==> config.mk <==
export PLATFORM = sky130hd
export DESIGN_NAME = tcb_error_subordinate
export DESIGN_NICKNAME = d
export VERILOG_FILES = /design/src/rtl/tcb_pkg.sv /design/src/rtl/tcb_error_subordinate.sv
export VERILOG_INCLUDE_DIRS = /design/src /design/src/rtl
export SDC_FILE = /design/constraint.sdc
export NUM_CORES = 1
export LEC_CHECK = 0
export ABC_AREA = 1
export ABC_CLOCK_PERIOD_IN_PS = 800
export CAP_MARGIN = 20
export CORE_MARGIN = 4
export CORE_UTILIZATION = 56
export DETAILED_ROUTE_END_ITERATION = 8
export DONT_BUFFER_PORTS = 1
export GPL_TIMING_DRIVEN = 0
export PLACE_DENSITY_LB_ADDON = 0.05
export SYNTH_ARGS = -nofsm -noshare
export SYNTH_HDL_FRONTEND = slang
export SYNTH_SLANG_ARGS = --single-unit
==> constraint.sdc <==
create_clock -name tcb -period 0.8 [get_ports tcb]
set_clock_uncertainty 0.05 [all_clocks]
set_input_delay 0.08 -clock tcb [delete_from_list [all_inputs] [get_ports tcb]]
set_output_delay 0.08 -clock tcb [all_outputs]
set_load 0.005 [all_outputs]
==> src/rtl/tcb_consts.svh <==
`ifndef TCB_CONSTS_SVH
`define TCB_CONSTS_SVH

////////////////////
// bus widths
////////////////////

// byte address width
`define TCB_ADR 16
// data word width
`define TCB_DAT 32
// one enable per data byte
`define TCB_BYT (`TCB_DAT/8)

////////////////////
// timing and map
////////////////////

// cycles from the transfer edge to the response slot, at least 1
`define TCB_DLY 1

// memory region in bytes, base must be word aligned
`define TCB_MEM_BASE 16'h0000
`define TCB_MEM_SIZE 16'h0400

`endif

==> src/rtl/tcb_pkg.sv <==
`include "tcb_consts.svh"

package tcb_pkg;

    // byte address as seen on every bus segment
    typedef logic [`TCB_ADR-1:0] adr_t;

    // write and read data word
    typedef logic [`TCB_DAT-1:0] dat_t;

    // byte enables
    // bit n qualifies data bits 8n+7 down to 8n
    typedef logic [`TCB_BYT-1:0] ben_t;

    // manager index
    // 0 is m0, 1 is m1
    typedef logic mgr_t;

endpackage : tcb_pkg

==> src/rtl/tcb_error_subordinate.sv <==
`timescale 1ns/1ns

`include "tcb_consts.svh"

module tcb_error_subordinate (
    input  logic            tcb,
    input  logic            reset,
    input  logic            vld,
    input  logic            wen,
    input  tcb_pkg::adr_t   adr,
    output logic            rdy,
    output tcb_pkg::dat_t   rdt,
    output logic            err,
    // bus fault record
    output tcb_pkg::adr_t   fault_adr,
    output logic            fault_vld
);

    logic                trn;
    logic [`TCB_DLY-1:0] err_dly;

    // accepts anything, returns nothing
    assign rdy = 1'b1;
    assign rdt = '0;

    assign trn = vld && rdy;

    // error marker rides to the response slot
    always_ff @(posedge tcb) begin
        if (reset) begin
            err_dly <= '0;
        end else begin
            err_dly[0] <= trn;
            for (int i = 1; i < `TCB_DLY; i++) begin
                err_dly[i] <= err_dly[i-1];
            end
        end
    end

    assign err = err_dly[`TCB_DLY-1];

    // last faulting address, flag stays set until reset
    always_ff @(posedge tcb) begin
        if (reset) begin
            fault_adr <= '0;
            fault_vld <= 1'b0;
        end else if (trn) begin
            fault_adr <= adr;
            fault_vld <= 1'b1;
        end
    end

    a_err_slot: assert property (@(posedge tcb) disable iff (reset)
        err |-> $past(trn, `TCB_DLY));

    // reads and writes both fault, but the direction must still be known
    a_req_known: assert property (@(posedge tcb) disable iff (reset)
        trn |-> !$isunknown({wen, adr}));

endmodule : tcb_error_subordinate

==> After elaboration in Yosys (flattened, before gate mapping) <==
Cells that the tools add are included.
{ "word_totals": {"register_bits": 18, "input_bits": 20, "word_cells": 3} }

==> Logic depth before layout (Yosys ltp) <==
{ "logic_depth": {"depth_word": 0, "depth_mapped": 5, "ltp_nobuf": 4} }

==> Worst setup path before layout <==
OpenSTA, ideal clock, no wires.
{ "synth_path": {"path_type": "input port to flip-flop", "startpoint": "input port vld", "endpoint": "register fault_adr[0]", "setup_ns": 0.113, "arrival_ns": 0.445, "required_time_ns": 0.637, "slack_ns": 0.192, "stages": 4, "path_cell_list": "buf_6 -> buf_6 -> nor2_1 -> nor2_1"} }
{ "synth_lines": {"columns": ["item", "line_no", "source"], "rows": [
  ["start, declared", "tcb_error_subordinate.sv:8", "input logic vld,"],
  ["end signal, assigned", "tcb_error_subordinate.sv:48", "fault_adr <= adr;"],
  ["end, declared", "tcb_error_subordinate.sv:15", "output tcb_pkg::adr_t fault_adr,"]
]} }

==> run summary <==
Status: complete, but fails checks
Violated checks: hold timing
Hold/Removal Path Class: input port to flip-flop
Leak: 0.826 nW
Vias in the first global route: 769
Synth top area share: 0.365
Hold slack: -0.000888 ns
Final WL: 2.22 mm
Die height: 50.0 µm
Synth async-reset ratio: 0
Total track usage: 0.178
Gp weighted congestion: 0.665
CP arrival: 0.97 ns
Die Width: 50.0 µm
Global-route wire length before repair: 3.36 mm
CTS tree: built
Via Count: 832
Post-synth top area cell: dfxtp_1
EDFF count, synth: 0
Post-synthesis sequential area ratio: 0.365
DR pass1 iterations: 2
DRT antenna net count: 0
Post-CTS Setup Bufs: 0
CP Capture Type: flip-flop
Clk root buf: clkbuf_4
Min cycle time layout: 0.794 ns
DR iter-0 viols: 1
Final Hold Violating Endpoints: 1
Syn. warnings: 0
Worst vdd ir: 1.13 mV
Reg2reg setup slack: 0.13 ns
Largest net degree at the start of global routing: 11
H-tree levels: 1
Post-DP HPWL: 1.48 mm
DP Area: 1120 µm²
Clock latency on the worst-skew pair: 0.29 ns
N_diodes: 0
Synth top cells by count: 35 x nor2_1, 34 x buf_4, 32 x nand2_1
Grt ovf: 0
Port bufs: 0
Post-Syn Instances: 143
# clock sinks: 18
Clock transition at path regs: 0.10 ns
Top FF cell, synth: dfxtp_1
Slew Limit Fails: 0
Pwr per Cell Area: 1450 nW/µm²
Crit Path Class: input port to flip-flop
Worst-path maximum fanout: 7
Most instantiated library cell after synthesis: nor2_1
Synthesized area: 987 µm²
Setup TNS Final: 0 ns
Max-cap violations: 0
Share of cells above drive strength 1: 0.310
Final setup viols: 0
Total power: 0.00200 W
Core area: 1580 µm²
Vias/cell: 3.91
Fillers: 87
Die area: 2500 µm²
Rows: 14
I/O pin total: 71
Setup crit start kind: input port
Nets: 218
Post-Syn Area per Cell: 6.90 µm²
Num CTS Buffers: 3
Antenna violations before repair: 0
Final instance area: 1380 µm²
Post-route DRC: 0
Fin crit share: 0.993
RSZ-0062 raised after global routing: true
Synth top area cells: dfxtp_1 37%, buf_4 26%, nor2_1 13%, nand2_1 12%, inv_1 6.5%
Final core utilization: 0.872
Drt wl/cell: 10.4 µm
Peak Freq: 1.26 GHz
Starting Density: 0.626
Library cells used by synthesis: 8
Synth Register Bits: 18
Area delta synth->final: 39.3%
CTS max path bufs: 2
DP Cell Count: 190
Non-filler instance count after layout: 213
Req. time, crit path: 0.98 ns
state kept, by name, indices dropped and copies added (netlist names):
signal	flops
fault_adr	16
fault_vld	1
err	1
worst paths after layout:
check	startpoint	to	depth (start not counted)
max	vld	fault_adr[13]$_SDFFE_PP0P_	5
min	vld	fault_adr[15]$_SDFFE_PP0P_	4
max reg2reg	fault_adr[1]$_SDFFE_PP0P_	fault_adr[1]$_SDFFE_PP0P_	2
min reg2reg	fault_adr[0]$_SDFFE_PP0P_	fault_adr[0]$_SDFFE_PP0P_	2
report_power, final:
group	internal (W)	leakage [nW]	switching (W)
combinational	0.000239	0.651	0.000180
sequential	0.000971	0.155	0.0000470
clock	0.000277	0.0210	0.000283
total	0.00149	0.826	0.000510
area by class of cell:
| type | count | area [µm²] | share of cell area |
|---|---|---|---|
| buffer | 38 | 300 | 0.218 |
| multi-input combinational | 100 | 375 | 0.273 |
| tap | 16 | 20.0 | 0.0146 |
| sequential | 18 | 383 | 0.278 |
| clock buffer | 4 | 36.3 | 0.0264 |
| timing repair buffer | 19 | 193 | 0.140 |
| inverter | 18 | 67.6 | 0.0491 |
cells in the final DEF (no fill, tap or decap), types with 3 or more instances in the layout:
master,count
clkbuf_4,3
conb_1,33
buf_4,34
dfxtp_2,18
inv_1,17
dlygate4sd3_1,18
nand2_1,32
buf_6,4
nor2_1,35
per-layer routing:
metal / part of all wire / track usage / routed length, µm / up-vias
li1: - / - / - / 448
met1: 0.39 / 0.191 / 853 / 331
met2: 0.49 / 0.304 / 1090 / 49
met3: 0.10 / 0.0482 / 232 / 4
met4: 0.019 / 0.111 / 43 / 0
met5: 0 / 0 / 0 / -
per-stage QoR:
step	setup WS (ns)	hold WS, ns
floorplan	0.192	0.101
global placement	0.167	0.103
detailed placement	0.137	0.104
CTS	0.000288	0.00198
global route	-0.00557	0.0243
finish	0.00580	-0.000888
cells by family (layout without fill, tap and decap cells):
logic type | after synthesis | in the layout | synth area share
flip-flops | 18 | 18 | 0.365
buffers and inverters | 56 | 79 | 0.373
other | 2 | 33 | 0.00761
AND/OR/NAND/NOR | 67 | 67 | 0.255
worst max-delay path, stage by stage:
cell and delay (ns):
buf_6 0.11, nand2_1 0.06, nand2_1 0.05, dlygate4sd3_1 0.56, nor2_1 0.10
repair_timing:
action | 4_1_cts | 5_1_grt
hold endpoints to repair | 18 | 1
gates resized for setup | 7 | 12
endpoints found under the setup margin | 7 | 20
pin swaps | 0 | 0
hold buffers | 19 | 1
Power figures use the tool's default switching activity.
