===== config.mk =====
export PLATFORM = sky130hd
export DESIGN_NAME = tcb_decoder
export DESIGN_NICKNAME = d
export VERILOG_FILES = /design/src/rtl/tcb_pkg.sv /design/src/rtl/tcb_map_pkg.sv /design/src/rtl/tcb_decoder.sv
export VERILOG_INCLUDE_DIRS = /design/src /design/src/rtl
export SDC_FILE = /design/constraint.sdc
export NUM_CORES = 1
export LEC_CHECK = 0
export BUFFER_PORTS_ARGS = -buffer_cell sky130_fd_sc_hd__buf_2
export CAP_MARGIN = 5
export CORE_AREA = 2 2 88 90
export CTS_CLUSTER_DIAMETER = 100
export DETAILED_ROUTE_END_ITERATION = 12
export DIE_AREA = 0 0 90 92
export SETUP_SLACK_MARGIN = 0.1
export SLEW_MARGIN = 20
export SYNTH_ARGS = -nofsm -noshare
export SYNTH_HDL_FRONTEND = slang
export SYNTH_SLANG_ARGS = --single-unit

===== constraint.sdc =====
create_clock -name tcb -period 1.53 [get_ports tcb]
set_input_delay 0.153 -clock tcb [delete_from_list [all_inputs] [get_ports tcb]]
set_output_delay 0.153 -clock tcb [all_outputs]
set_load 0.1 [all_outputs]

===== src/rtl/tcb_consts.svh =====
`ifndef TCB_CONSTS_SVH
`define TCB_CONSTS_SVH

////////////////////
// bus widths
////////////////////

// byte address width
`define TCB_ADR 16
// data word width
`define TCB_DAT 32
// one enable per data byte
`define TCB_BYT (`TCB_DAT/8)

////////////////////
// timing and map
////////////////////

// cycles from the transfer edge to the response slot, at least 1
`define TCB_DLY 1

// memory region in bytes, base must be word aligned
`define TCB_MEM_BASE 16'h0000
`define TCB_MEM_SIZE 16'h0400

`endif


===== src/rtl/tcb_pkg.sv =====
`include "tcb_consts.svh"

package tcb_pkg;

    // byte address as seen on every bus segment
    typedef logic [`TCB_ADR-1:0] adr_t;

    // write and read data word
    typedef logic [`TCB_DAT-1:0] dat_t;

    // byte enables
    // bit n qualifies data bits 8n+7 down to 8n
    typedef logic [`TCB_BYT-1:0] ben_t;

    // manager index
    // 0 is m0, 1 is m1
    typedef logic mgr_t;

endpackage : tcb_pkg


===== src/rtl/tcb_map_pkg.sv =====
`include "tcb_consts.svh"

package tcb_map_pkg;

    // subordinate selected by an address
    typedef enum logic {
        REGION_MEM,
        REGION_ERR
    } region_t;

    // map a byte address onto its region
    // anything outside the memory window lands on the error subordinate
    function automatic region_t decode(tcb_pkg::adr_t adr);
        tcb_pkg::adr_t off;
        // offset wraps for addresses below the base, so one compare covers both ends
        off = adr - tcb_pkg::adr_t'(`TCB_MEM_BASE);
        if (off < tcb_pkg::adr_t'(`TCB_MEM_SIZE)) begin
            return REGION_MEM;
        end
        return REGION_ERR;
    endfunction : decode

endpackage : tcb_map_pkg


===== src/rtl/tcb_decoder.sv =====
`timescale 1ns/1ns

`include "tcb_consts.svh"

module tcb_decoder (
    input  logic            tcb,
    input  logic            reset,
    // bus from the arbiter
    input  logic            bus_vld,
    input  logic            bus_wen,
    input  tcb_pkg::adr_t   bus_adr,
    input  tcb_pkg::ben_t   bus_ben,
    input  tcb_pkg::dat_t   bus_wdt,
    output logic            bus_rdy,
    output tcb_pkg::dat_t   bus_rdt,
    output logic            bus_err,
    // memory subordinate
    output logic            mem_vld,
    output logic            mem_wen,
    output tcb_pkg::adr_t   mem_adr,
    output tcb_pkg::ben_t   mem_ben,
    output tcb_pkg::dat_t   mem_wdt,
    input  logic            mem_rdy,
    input  tcb_pkg::dat_t   mem_rdt,
    input  logic            mem_err,
    // error subordinate
    output logic            err_vld,
    output tcb_pkg::adr_t   err_adr,
    input  logic            err_rdy,
    input  tcb_pkg::dat_t   err_rdt,
    input  logic            err_err
);

    tcb_map_pkg::region_t region;
    logic                 trn;

    // region of each transfer in flight
    tcb_map_pkg::region_t reg_dly [`TCB_DLY];
    tcb_map_pkg::region_t rsp_reg;

////////////////////
// request steering
////////////////////

    assign region = tcb_map_pkg::decode(bus_adr);

    // only the addressed subordinate sees vld
    assign mem_vld = bus_vld && (region == tcb_map_pkg::REGION_MEM);
    assign err_vld = bus_vld && (region == tcb_map_pkg::REGION_ERR);

    // payload fans out unchanged
    assign mem_wen = bus_wen;
    assign mem_adr = bus_adr;
    assign mem_ben = bus_ben;
    assign mem_wdt = bus_wdt;
    assign err_adr = bus_adr;

    // ready comes back from the selected side
    assign bus_rdy = (region == tcb_map_pkg::REGION_MEM) ? mem_rdy : err_rdy;

    assign trn = bus_vld && bus_rdy;

////////////////////
// response select
////////////////////

    // idle slots park on memory, which answers zero when idle
    always_ff @(posedge tcb) begin
        if (reset) begin
            for (int i = 0; i < `TCB_DLY; i++) begin
                reg_dly[i] <= tcb_map_pkg::REGION_MEM;
            end
        end else begin
            reg_dly[0] <= trn ? region : tcb_map_pkg::REGION_MEM;
            for (int i = 1; i < `TCB_DLY; i++) begin
                reg_dly[i] <= reg_dly[i-1];
            end
        end
    end

    assign rsp_reg = reg_dly[`TCB_DLY-1];

    assign bus_rdt = (rsp_reg == tcb_map_pkg::REGION_ERR) ? err_rdt : mem_rdt;
    assign bus_err = (rsp_reg == tcb_map_pkg::REGION_ERR) ? err_err : mem_err;

////////////////////
// checks
////////////////////

    a_mem_region: assert property (@(posedge tcb) disable iff (reset)
        mem_vld |-> (tcb_map_pkg::decode(mem_adr) == tcb_map_pkg::REGION_MEM));

    a_err_region: assert property (@(posedge tcb) disable iff (reset)
        err_vld |-> (tcb_map_pkg::decode(err_adr) == tcb_map_pkg::REGION_ERR));

endmodule : tcb_decoder


* Word-level counts from Yosys, hierarchy flattened *
Memory sizes are Yosys's and may differ from the RTL's.
Index checks and enable logic that the tools add are counted.

storage, ports and cells
  memories kept = 1
  latch bits = 0
  bits in read-only memories = 0
  word-level logic and storage cells = 19
  memory bits (writable) = 1
  register bits after elaboration = 0
  output and inout port bits = 105

memories
  name     depth  bits a word  read ports  clocked after memory_dff  wr ports  line               source
  reg_dly  1      1            1           0                         1         tcb_decoder.sv:38  tcb_map_pkg::region_t reg_dly [`TCB_DLY];

operators by class
  add/sub/neg operators = 0
  shift-type cells = 0
  multipliers = 0
  magnitude comparators = 1
  muxes and demuxes = 12
  div/mod/pow operators = 0
  reduce and logical (&&, ||, !) cells = 4
  bitwise logic cells = 1
  equality and inequality tests = 0

operators with widths
  operator                count
  $mux W32                1
  $lt A16 B11 Y1 const B  1
  $mux W1                 11
  $logic_and A1 B1 Y1     3
  $not A1 Y1              1
  $reduce_or A1 Y1        1

* Longest topological paths before layout *
  word-level depth = 7
  depth in mapped cells = 3
  gate-level depth less buffers = 3

* Least setup slack after synthesis *
Ideal clock, no wire load.

  path kind = in2reg
  start point = in bus_adr[10]
  end point = mem reg_dly[0] in the netlist's numbering
  setup time = 0.068 ns
  path slack = -0.549 ns
  stages = 3
  path buffers = 0
  arrival time = 2.011 ns
  cells stage by stage = nor4_2 -> a21oi_1 -> and3b_1

between the ends
  longest elaborated chain between the ends = 7

RTL lines
  item                          line               source
  start, declared               tcb_decoder.sv:11  input tcb_pkg::adr_t bus_adr,
  $lt A16 B11 Y1 (*)            tcb_map_pkg.sv:17  if (off < tcb_pkg::adr_t'(`TCB_MEM_SIZE)) begin
  $mux W1 (*)                   tcb_map_pkg.sv:17
  $mux W1 (*)                   tcb_map_pkg.sv:20  return REGION_ERR;
  $mux W1                       tcb_decoder.sv:59  assign bus_rdy = (region == tcb_map_pkg::REGION_MEM) ? mem_rdy : err_rdy;
  $logic_and A1 B1 Y1           tcb_decoder.sv:61  assign trn = bus_vld && bus_rdy;
  $mux W1 (*)                   tcb_decoder.sv:74  reg_dly[0] <= trn ? region : tcb_map_pkg::REGION_MEM;
  $mux W1 (no source line) (*)  -
  end, declared                 tcb_decoder.sv:38

Mark *: on every way between the ends. The rest lies on a longest branch, timed or not.

* Worst setup path after layout *
  start point = in bus_adr[11]
  end point = out bus_rdy

between the ends
  longest elaborated chain between the ends = 4

RTL lines
  item            line               source
  $lt A16 B11 Y1  tcb_map_pkg.sv:17
  $mux W1         tcb_map_pkg.sv:17
  $mux W1         tcb_map_pkg.sv:20
  $mux W1         tcb_decoder.sv:59
  end, declared   tcb_decoder.sv:14  output logic bus_rdy,

Every way passes these cells.

==> impl_results.md <==
* Die W at approximately 90 µm
* Status: completed
* Sum Neg Setup Slack at 0 ps
* Biggest regs: reg_dly: 1 flops
* Seq cells post-synth at 1
* Post-route setup slack at ~170 ps
* Core Area at 7450 µm²
* GRT Util Overall at 0.0736
* Synthesized Nets at 239
* Final worst path period share at 0.890
* Finish-stage setup viols at 0
* Worst Tran Pin Value at between 500 and 600 ps
* Die Y at approximately 92 µm
* Critical Path Start Type: primary input
* Register area share after synthesis at 0.0203
* CP Capture Type: output port
* Initial antenna violation count at 3
* Unrepaired setup endpoints after global routing: false
* Final Hold Viols at 0
* Worst hold path type: in2out
* Max-cap violations at 0
* Post-Syn Area per Cell at ~8.6 µm²
* Detailed placement HPWL at 3.17 mm
* Largest net degree at the start of global routing at 34
* Mapped cell area at 986 µm²
* GRT overflow at 0
* Standard-cell rows at 32
* Max-slew violations at 0
* Routability cong. at 0.700
* Routed Antenna Nets at 0
* Initial core utilization at 0.132
* Hold Slack at 306 ps
* PortBufs at around 120
* Rel. slew slack at 0.666
* Fin util at 0.243
* Residual DRC at 0
* Ratio of cells with drive above 1 in the final layout at 0.976
* Critical path type: in2out
* Minimum clock period at 1360 ps
* Fmax at around 730 MHz
* P_leak at a little under 0.0009 µW
* First-pass GRT wire length at between 4 and 5 mm
* Post-CTS Hold Buffers at 0
* Post-Synthesis Cells at 115
* I/O pin total at between 200 and 250
* Yosys warns at 0
* Via count at 914
* Area Overhead vs Synth at 83.2%
* Routed WL per cell at ~13 µm
* VDD IR-drop max at between 150 and 200 µV
* Top reg by flops: reg_dly
* Total Wirelength at around 3.5 mm
* Pwr Total at ~1200 µW
* Place WS at between 90 and 100 ps
* CP max FO at 3
* # nets final at around 300
* Die footprint at 8280 µm²
* Distinct cells, synth at 11
* Vias/cell at 3.35
* DRT iter0 DRCs at 3
* Largest register FFs at 1
* Commonest non-fill, non-tap cell in the layout: buf_2
* Vias in the first global route at approximately 990
* Power Density at ~650 nW/µm²
* Commonest cells after routing, fill and taps aside: 87 x buf_2, 36 x buf_12, 33 x mux2_2
* Filler cell count at ~800
* Worst Path Arrival at ~1200 ps
* Crit path required time at 1380 ps
* First-pass DRT Iterations at 2
-- synthesized netlist by cell type --
cell type / number / area share
a21oi_1: 1 / 0.0051
buf_4: 69 / 0.53
nor4_2: 1 / 0.013
nand2_1: 1 / 0.0038
mux2_2: 33 / 0.38
nor2_1: 2 / 0.0076
and3b_1: 1 / 0.0089
mux2_4: 1 / 0.015
inv_1: 1 / 0.0038
buf_2: 4 / 0.020
dfxtp_1: 1 / 0.020
-- critical path, stage by stage --
cell and delay, ps:
buf_6 100, nor4_4 240, buf_4 170, nand2_4 50, mux2_4 320, buf_12 170
-- where the power goes --
group	switching (µW)	internal, µW	leakage (µW)
clock	0	0.0000875	0.00000000634
sequential	0.832	27.7	0.00000821
combinational	749	394	0.000868
total	750	422	0.000876
-- final cells by class --
| type | count | area (µm²) | share of cell area |
|---|---|---|---|
| inverter | 1 | 3.75 | 0.00208 |
| timing repair buffer | 128 | 1200 | 0.665 |
| tap | 102 | 128 | 0.0706 |
| sequential | 1 | 20.0 | 0.0111 |
| multi-input combinational | 40 | 452 | 0.250 |
| antenna | 1 | 2.50 | 0.00139 |
-- cell families after synthesis --
group / Yosys count / share of synthesized area
simple gates: 5 / 0.0330
mux: 34 / 0.392
compound gates: 1 / 0.00507
buf+inv: 74 / 0.549
flops: 1 / 0.0203
-- metrics by stage --
stage | instances | cell area [µm²]
global route | 272 | 1800
detailed placement | 271 | 1770
global placement | 271 | 1770
finish | 273 | 1810
floorplan | 115 | 997
CTS | 272 | 1780
-- per-layer routing --
metal,track usage,routed length [µm],vias up
li1,-,-,421
met1,0.0715,1130,380
met2,0.133,1640,93
met3,0.0419,594,18
met4,0.0218,92,2
met5,0,13,-
-- worst paths after layout --
check                       start    endpoint  cells past startpoint
worst max-delay path  bus_adr[11]     bus_rdy                      6
worst min-delay path   bus_ben[3]  mem_ben[3]                      0
-- timing repair --
action	4_1_cts	5_1_grt
gates resized for setup	0	7
buffers inserted	1	0
pin swaps	0	1
setup endpoints to repair	1	2
(Power assumes the default switching activity.)
