`config.mk`:
```
export PLATFORM = sky130hd
export DESIGN_NAME = tcb_arbiter
export DESIGN_NICKNAME = d
export VERILOG_FILES = /design/src/rtl/tcb_pkg.sv /design/src/rtl/tcb_arbiter.sv
export VERILOG_INCLUDE_DIRS = /design/src /design/src/rtl
export SDC_FILE = /design/constraint.sdc
export NUM_CORES = 1
export LEC_CHECK = 0
export BUFFER_PORTS_ARGS = -buffer_cell sky130_fd_sc_hd__buf_4
export CAP_MARGIN = 5
export CORE_AREA = 10 10 94 96
export CTS_CLUSTER_SIZE = 20
export DETAILED_ROUTE_END_ITERATION = 6
export DIE_AREA = 0 0 104 106
export GPL_TIMING_DRIVEN = 0
export PLACE_DENSITY_LB_ADDON = 0.15
export SLEW_MARGIN = 20
export SYNTH_ARGS = -nofsm -noshare
export SYNTH_HDL_FRONTEND = slang
export SYNTH_SLANG_ARGS = --single-unit
```
`constraint.sdc`:
```
create_clock -name tcb -period 1.8 [get_ports tcb]
set_input_delay 0.18 -clock tcb [delete_from_list [all_inputs] [get_ports tcb]]
set_output_delay 0.18 -clock tcb [all_outputs]
set_load 0.02 [all_outputs]
```
`src/rtl/tcb_consts.svh`:
```
`ifndef TCB_CONSTS_SVH
`define TCB_CONSTS_SVH

////////////////////
// bus widths
////////////////////

// byte address width
`define TCB_ADR 16
// data word width
`define TCB_DAT 32
// one enable per data byte
`define TCB_BYT (`TCB_DAT/8)

////////////////////
// timing and map
////////////////////

// cycles from the transfer edge to the response slot, at least 1
`define TCB_DLY 1

// memory region in bytes, base must be word aligned
`define TCB_MEM_BASE 16'h0000
`define TCB_MEM_SIZE 16'h0400

`endif

```
`src/rtl/tcb_pkg.sv`:
```
`include "tcb_consts.svh"

package tcb_pkg;

    // byte address as seen on every bus segment
    typedef logic [`TCB_ADR-1:0] adr_t;

    // write and read data word
    typedef logic [`TCB_DAT-1:0] dat_t;

    // byte enables
    // bit n qualifies data bits 8n+7 down to 8n
    typedef logic [`TCB_BYT-1:0] ben_t;

    // manager index
    // 0 is m0, 1 is m1
    typedef logic mgr_t;

endpackage : tcb_pkg

```
`src/rtl/tcb_arbiter.sv`:
```
`timescale 1ns/1ns

`include "tcb_consts.svh"

module tcb_arbiter (
    input  logic            tcb,
    input  logic            reset,
    // manager 0
    input  logic            m0_vld,
    input  logic            m0_wen,
    input  tcb_pkg::adr_t   m0_adr,
    input  tcb_pkg::ben_t   m0_ben,
    input  tcb_pkg::dat_t   m0_wdt,
    output logic            m0_rdy,
    output tcb_pkg::dat_t   m0_rdt,
    output logic            m0_err,
    // manager 1
    input  logic            m1_vld,
    input  logic            m1_wen,
    input  tcb_pkg::adr_t   m1_adr,
    input  tcb_pkg::ben_t   m1_ben,
    input  tcb_pkg::dat_t   m1_wdt,
    output logic            m1_rdy,
    output tcb_pkg::dat_t   m1_rdt,
    output logic            m1_err,
    // shared bus toward the decoder
    output logic            bus_vld,
    output logic            bus_wen,
    output tcb_pkg::adr_t   bus_adr,
    output tcb_pkg::ben_t   bus_ben,
    output tcb_pkg::dat_t   bus_wdt,
    input  logic            bus_rdy,
    input  tcb_pkg::dat_t   bus_rdt,
    input  logic            bus_err
);

    // manager that wins a tie
    tcb_pkg::mgr_t pri;

    logic          gnt0;
    logic          gnt1;
    tcb_pkg::mgr_t sel;
    logic          trn;

    // owner of each transfer still waiting for its response
    logic [`TCB_DLY-1:0] own_vld;
    tcb_pkg::mgr_t       own_idx [`TCB_DLY];

    logic rsp0;
    logic rsp1;

////////////////////
// grant
////////////////////

    // lone requester wins at once, a tie goes to pri
    assign gnt0 = m0_vld && (!m1_vld || (pri == 1'b0));
    assign gnt1 = m1_vld && (!m0_vld || (pri == 1'b1));

    assign sel = tcb_pkg::mgr_t'(gnt1);

    // rdy drops only while the other side holds the grant
    assign m0_rdy = bus_rdy && !gnt1;
    assign m1_rdy = bus_rdy && !gnt0;

    // request mux
    assign bus_vld = m0_vld || m1_vld;
    assign bus_wen = (sel == 1'b1) ? m1_wen : m0_wen;
    assign bus_adr = (sel == 1'b1) ? m1_adr : m0_adr;
    assign bus_ben = (sel == 1'b1) ? m1_ben : m0_ben;
    assign bus_wdt = (sel == 1'b1) ? m1_wdt : m0_wdt;

    assign trn = bus_vld && bus_rdy;

    // after a transfer the loser gets the next tie
    always_ff @(posedge tcb) begin
        if (reset) begin
            pri <= 1'b0;
        end else if (trn) begin
            pri <= ~sel;
        end
    end

////////////////////
// response routing
////////////////////

    // owner valid bits are control state
    always_ff @(posedge tcb) begin
        if (reset) begin
            own_vld <= '0;
        end else begin
            own_vld[0] <= trn;
            for (int i = 1; i < `TCB_DLY; i++) begin
                own_vld[i] <= own_vld[i-1];
            end
        end
    end

    // owner index only matters where own_vld is set
    always_ff @(posedge tcb) begin
        own_idx[0] <= sel;
        for (int i = 1; i < `TCB_DLY; i++) begin
            own_idx[i] <= own_idx[i-1];
        end
    end

    // last stage lines up with the response slot
    assign rsp0 = own_vld[`TCB_DLY-1] && (own_idx[`TCB_DLY-1] == 1'b0);
    assign rsp1 = own_vld[`TCB_DLY-1] && (own_idx[`TCB_DLY-1] == 1'b1);

    // the idle manager sees a quiet response
    assign m0_rdt = rsp0 ? bus_rdt : '0;
    assign m0_err = rsp0 && bus_err;
    assign m1_rdt = rsp1 ? bus_rdt : '0;
    assign m1_err = rsp1 && bus_err;

////////////////////
// checks
////////////////////

    a_gnt_excl: assert property (@(posedge tcb) disable iff (reset)
        !(gnt0 && gnt1));

    // a driven bus always has a single winning requester behind it
    a_gnt_one: assert property (@(posedge tcb) disable iff (reset)
        bus_vld |-> $onehot({gnt0 && m0_vld, gnt1 && m1_vld}));

endmodule : tcb_arbiter

```
# Word level (Yosys, flattened, before mapping)
# Memories as Yosys holds them, arrays and structs flattened.
# Index checks and enable logic that the tools add are counted.
# totals
register_bits,2
input_bits,144
mem_count,1
out_inout_bits,122
word_cells,28
ram_bits,1
# mem_list
name,words,width,read_ports,rd_ports_with_merged_regs,wr,line,rtl
own_idx,1,1,1,0,1,tcb_arbiter.sv:47,tcb_pkg::mgr_t own_idx [`TCB_DLY];
# op_classes
n_mux,6
reduce_logical,16
bitwise,3
# op_table
operator,count
2-to-1 mux 32 bit,3
2-to-1 mux 16 bit,1
logical AND 1 bit,9
zero test 1 bit,4
2-to-1 mux 4 bit,1
logical OR 1 bit,3
NOT 1 bit,3
2-to-1 mux 1 bit,1

# Longest topological paths before layout
# depth
depth_word,5
mapped_depth,4
ltp_nobuf,3

# Worst setup path after synthesis
# No wires, ideal clock.
# synth_path
path_kind,register to output
from,register pri
to,output port bus_adr[11]
required_ns,1.620
slack_ns,0.374
n_path_buf,1
t_arrival_ns,1.246
stages_incl_launch_ff,4
path_cell_list,dfxtp_1 o21ai_4 buf_4 mux2_2
# synth_between
elab_chain_len,3
# synth_rtl
element,line,rtl
"start, declared",tcb_arbiter.sv:38,tcb_pkg::mgr_t pri;
"start signal, assigned",tcb_arbiter.sv:80,pri <= ~sel;
logical OR 1 bit,tcb_arbiter.sv:58,assign gnt1 = m1_vld && (!m0_vld || (pri == 1'b1));
logical AND 1 bit,tcb_arbiter.sv:58,
2-to-1 mux 16 bit,tcb_arbiter.sv:69,assign bus_adr = (sel == 1'b1) ? m1_adr : m0_adr;
"end, declared",tcb_arbiter.sv:29,"output tcb_pkg::adr_t bus_adr,"
# Every way passes these cells.

# Worst setup path after layout
# layout_path
from,register pri
to,output port bus_wdt[5]
# layout_between
elab_chain_len,3
# layout_rtl
element,line,rtl
logical OR 1 bit,tcb_arbiter.sv:58,
logical AND 1 bit,tcb_arbiter.sv:58,
2-to-1 mux 32 bit,tcb_arbiter.sv:71,assign bus_wdt = (sel == 1'b1) ? m1_wdt : m0_wdt;
"end, declared",tcb_arbiter.sv:31,"output tcb_pkg::dat_t bus_wdt,"
# Every way passes these cells.

==> metrics.yaml <==
status: "finished clean"
r2r_slack_ns: 0.83
numCtsBuffers: 3
io_pins: 266
die_area_mm2: 0.0110
reg2reg_from: "pri$_SDFFE_PP0P_"
syn-num-nets: 291
synth-seq-cells: 3
synthSimpleGateAreaFrac_pct: 36.2
worst-path-max-fanout: 10
grt_antenna_before_repair: 0
synth-seq-area-share_pct: 4.89
viasPerCell: 4.08
synth_top_family_by_area: "multiplexers"
critPathKind: "reg2out"
gp_congestion: 0.706
first_pass_iters: 4
area_delta_synth_final_pct: 180
ff2ff_path_depth: 4
clock.fmax_mhz: 585
holdBufCountCts: 0
tritoncts: "yes"
period_needed_ns: 1.71
crit_end: "bus_wdt[5]"
clk_pin_slew_ns: 0.03
stdcell_count: 520
h-tree-depth: 1
drive_gt1_share_pct: 79.3
startpoint: "pri$_SDFFE_PP0P_"
final_cell_mix: "buf_4 (270), mux2_2 (49), and2_1 (34)"
wl_um: 9290
cp-start-kind: "flip-flop"
start_util_pct: 17.4
rsz0062_at_grt: "no"
postSynthCellCount: 147
die_h_um: 106
leakage_nw: 1.98
drt-wirelength-per-cell_um: 17.9
core-area_mm2: 0.00706
fin_setup_tns_ns: 0
synth-xor-area-share_pct: 0
synth_warnings: 0
dr_total_vias: 2119
drv_cap: 0
mostFrequentLayoutCell: "buf_4"
min_path_type: "in2reg"
skew_ns: 0.0000630
synthAdderAreaFrac_pct: 0
rr_endpoint: "own_idx[0]$_DFF_P_"
synth.distinct_cells: 17
rows: 31
slew_headroom_pct: 78.2
nets: 566
async_reset_ff_share_pct: 0
die_x_um: 104
synth_compound_area_share_pct: 3.05
dp_hpwl_um: 8430
fillers: 740
synth.area.mux_share_pct: 48.6
grt_pass1_vias: 2345
cts-root-buf: "clkbuf_8"
peakVddDrop_mv: 0.167
cellPowerDensity_mw_per_mm2: 343
io_buffers: 265
critPathArrivalTime_ns: 1.53
synth_edf_count: 0
n_antenna_cell: 0
post-route-period-util_pct: 95.0
drtIter0Drc: 35
grt_usage_pct: 15.1
setup_viol: 0
ant_nets: 0
synth_top_flop_cell: "dfxtp_1"
worstMarginPinSlew_ns: 0.327
hold_violations: 0
syn_area_mm2: 0.00123
required_ns: 1.62
overflow: 0
post-place-cells: 511
slew_violations: 0
clk_latency_ns: 0.21
cp-end-kind: "output pin"
synth.avg_cell_area_um2: 8.36
finalHoldWorstSlack_ns: 0.131
clock-sinks: 3
drc_errors: 0
cts.path.max_buffers: 2
grt_start_max_net_pins: 11
grt_pass1_wl_um: 13500
-- repair_timing --
| item | CTS | global route |
|---|---|---|
| resized for setup | 4 | 3 |
| endpoints found under the setup margin | 78 | 43 |
| setup buffers | 5 | 0 |
| pin swaps | 1 | 1 |
-- synthesized netlist by cell type, drive strengths merged (2+ instances only) --
library cell,count,area [µm²]
inv,2,7.51
dfxtp,3,60.1
buf,5,48.8
and3,33,206
and2,34,213
mux2,53,597
clkbuf,9,33.8
-- logic make-up after synthesis --
group           Yosys count
simple gates             71
mux                      53
buf+inv                  16
compound gates            4
flops                     3
-- power by group --
part	leakage [nW]	internal (mW)	total (mW)	switching [mW]
registers	0.0253	0.0718	0.0796	0.00776
clock network	0.0228	0.151	0.191	0.0401
logic	1.93	0.514	0.910	0.396
-- flip-flops by register name, summed over array words and instances (netlist names) --
register,cells
own_idx,1
pri,1
own_vld,1
-- metrics by stage --
| step | setup slack, ns | total power [mW] | utilization, % | cell area, µm² |
|---|---|---|---|---|
| after floorplan | 0.374 | 0.483 | - | 1230 |
| after global placement | 0.127 | 0.980 | 47.3 | 3340 |
| after detailed placement | 0.122 | 0.986 | 47.3 | 3340 |
| after CTS | 0.0238 | 1.20 | 48.6 | 3430 |
| after global routing | 0.0157 | 1.26 | 48.7 | 3440 |
| final | 0.0896 | 1.18 | 48.7 | 3440 |
-- metal layers --
layer  vias to the layer above  track usage (%)  wire length [µm]  part of all wire, %
li1                       1067                -                 -                    -
met1                       912             13.6              3010                   32
met2                       138             29.9              5090                   55
met3                         2             7.61              1150                   12
met4                         0             2.09                36                 0.39
met5                         -                0                 0                    0
-- worst max-delay path, cell delays in order, from the launching register on --
cell	delay [ns]
dfxtp_2	0.34
o21ai_4	0.20
buf_4	0.14
buf_6	0.14
mux2_2	0.35
buf_4	0.16
-- final cells by class --
class	count	area, µm²	area share [%]
sequential	3	61.3	1.78
timing repair buffer	270	2030	59.0
multi-input combinational	128	1080	31.4
inverter	2	7.51	0.218
clock buffer	4	45.0	1.31
tap	99	124	3.60
buffer	14	90.1	2.62
-- worst min-delay path by stage --
| stage | to | cells past startpoint | slack [ns] | startpoint |
|---|---|---|---|---|
| final | pri$_SDFFE_PP0P_ | 2 | 0.13 | reset |
| after floorplan | pri$_SDFFE_PP0P_ | 1 | 0.26 | reset |
| after global placement | pri$_SDFFE_PP0P_ | 2 | 0.35 | reset |
| after global routing | pri$_SDFFE_PP0P_ | 2 | 0.14 | reset |
| after CTS | pri$_SDFFE_PP0P_ | 2 | 0.14 | reset |
| after detailed placement | pri$_SDFFE_PP0P_ | 2 | 0.36 | reset |
Power figures use the tool's default switching activity.
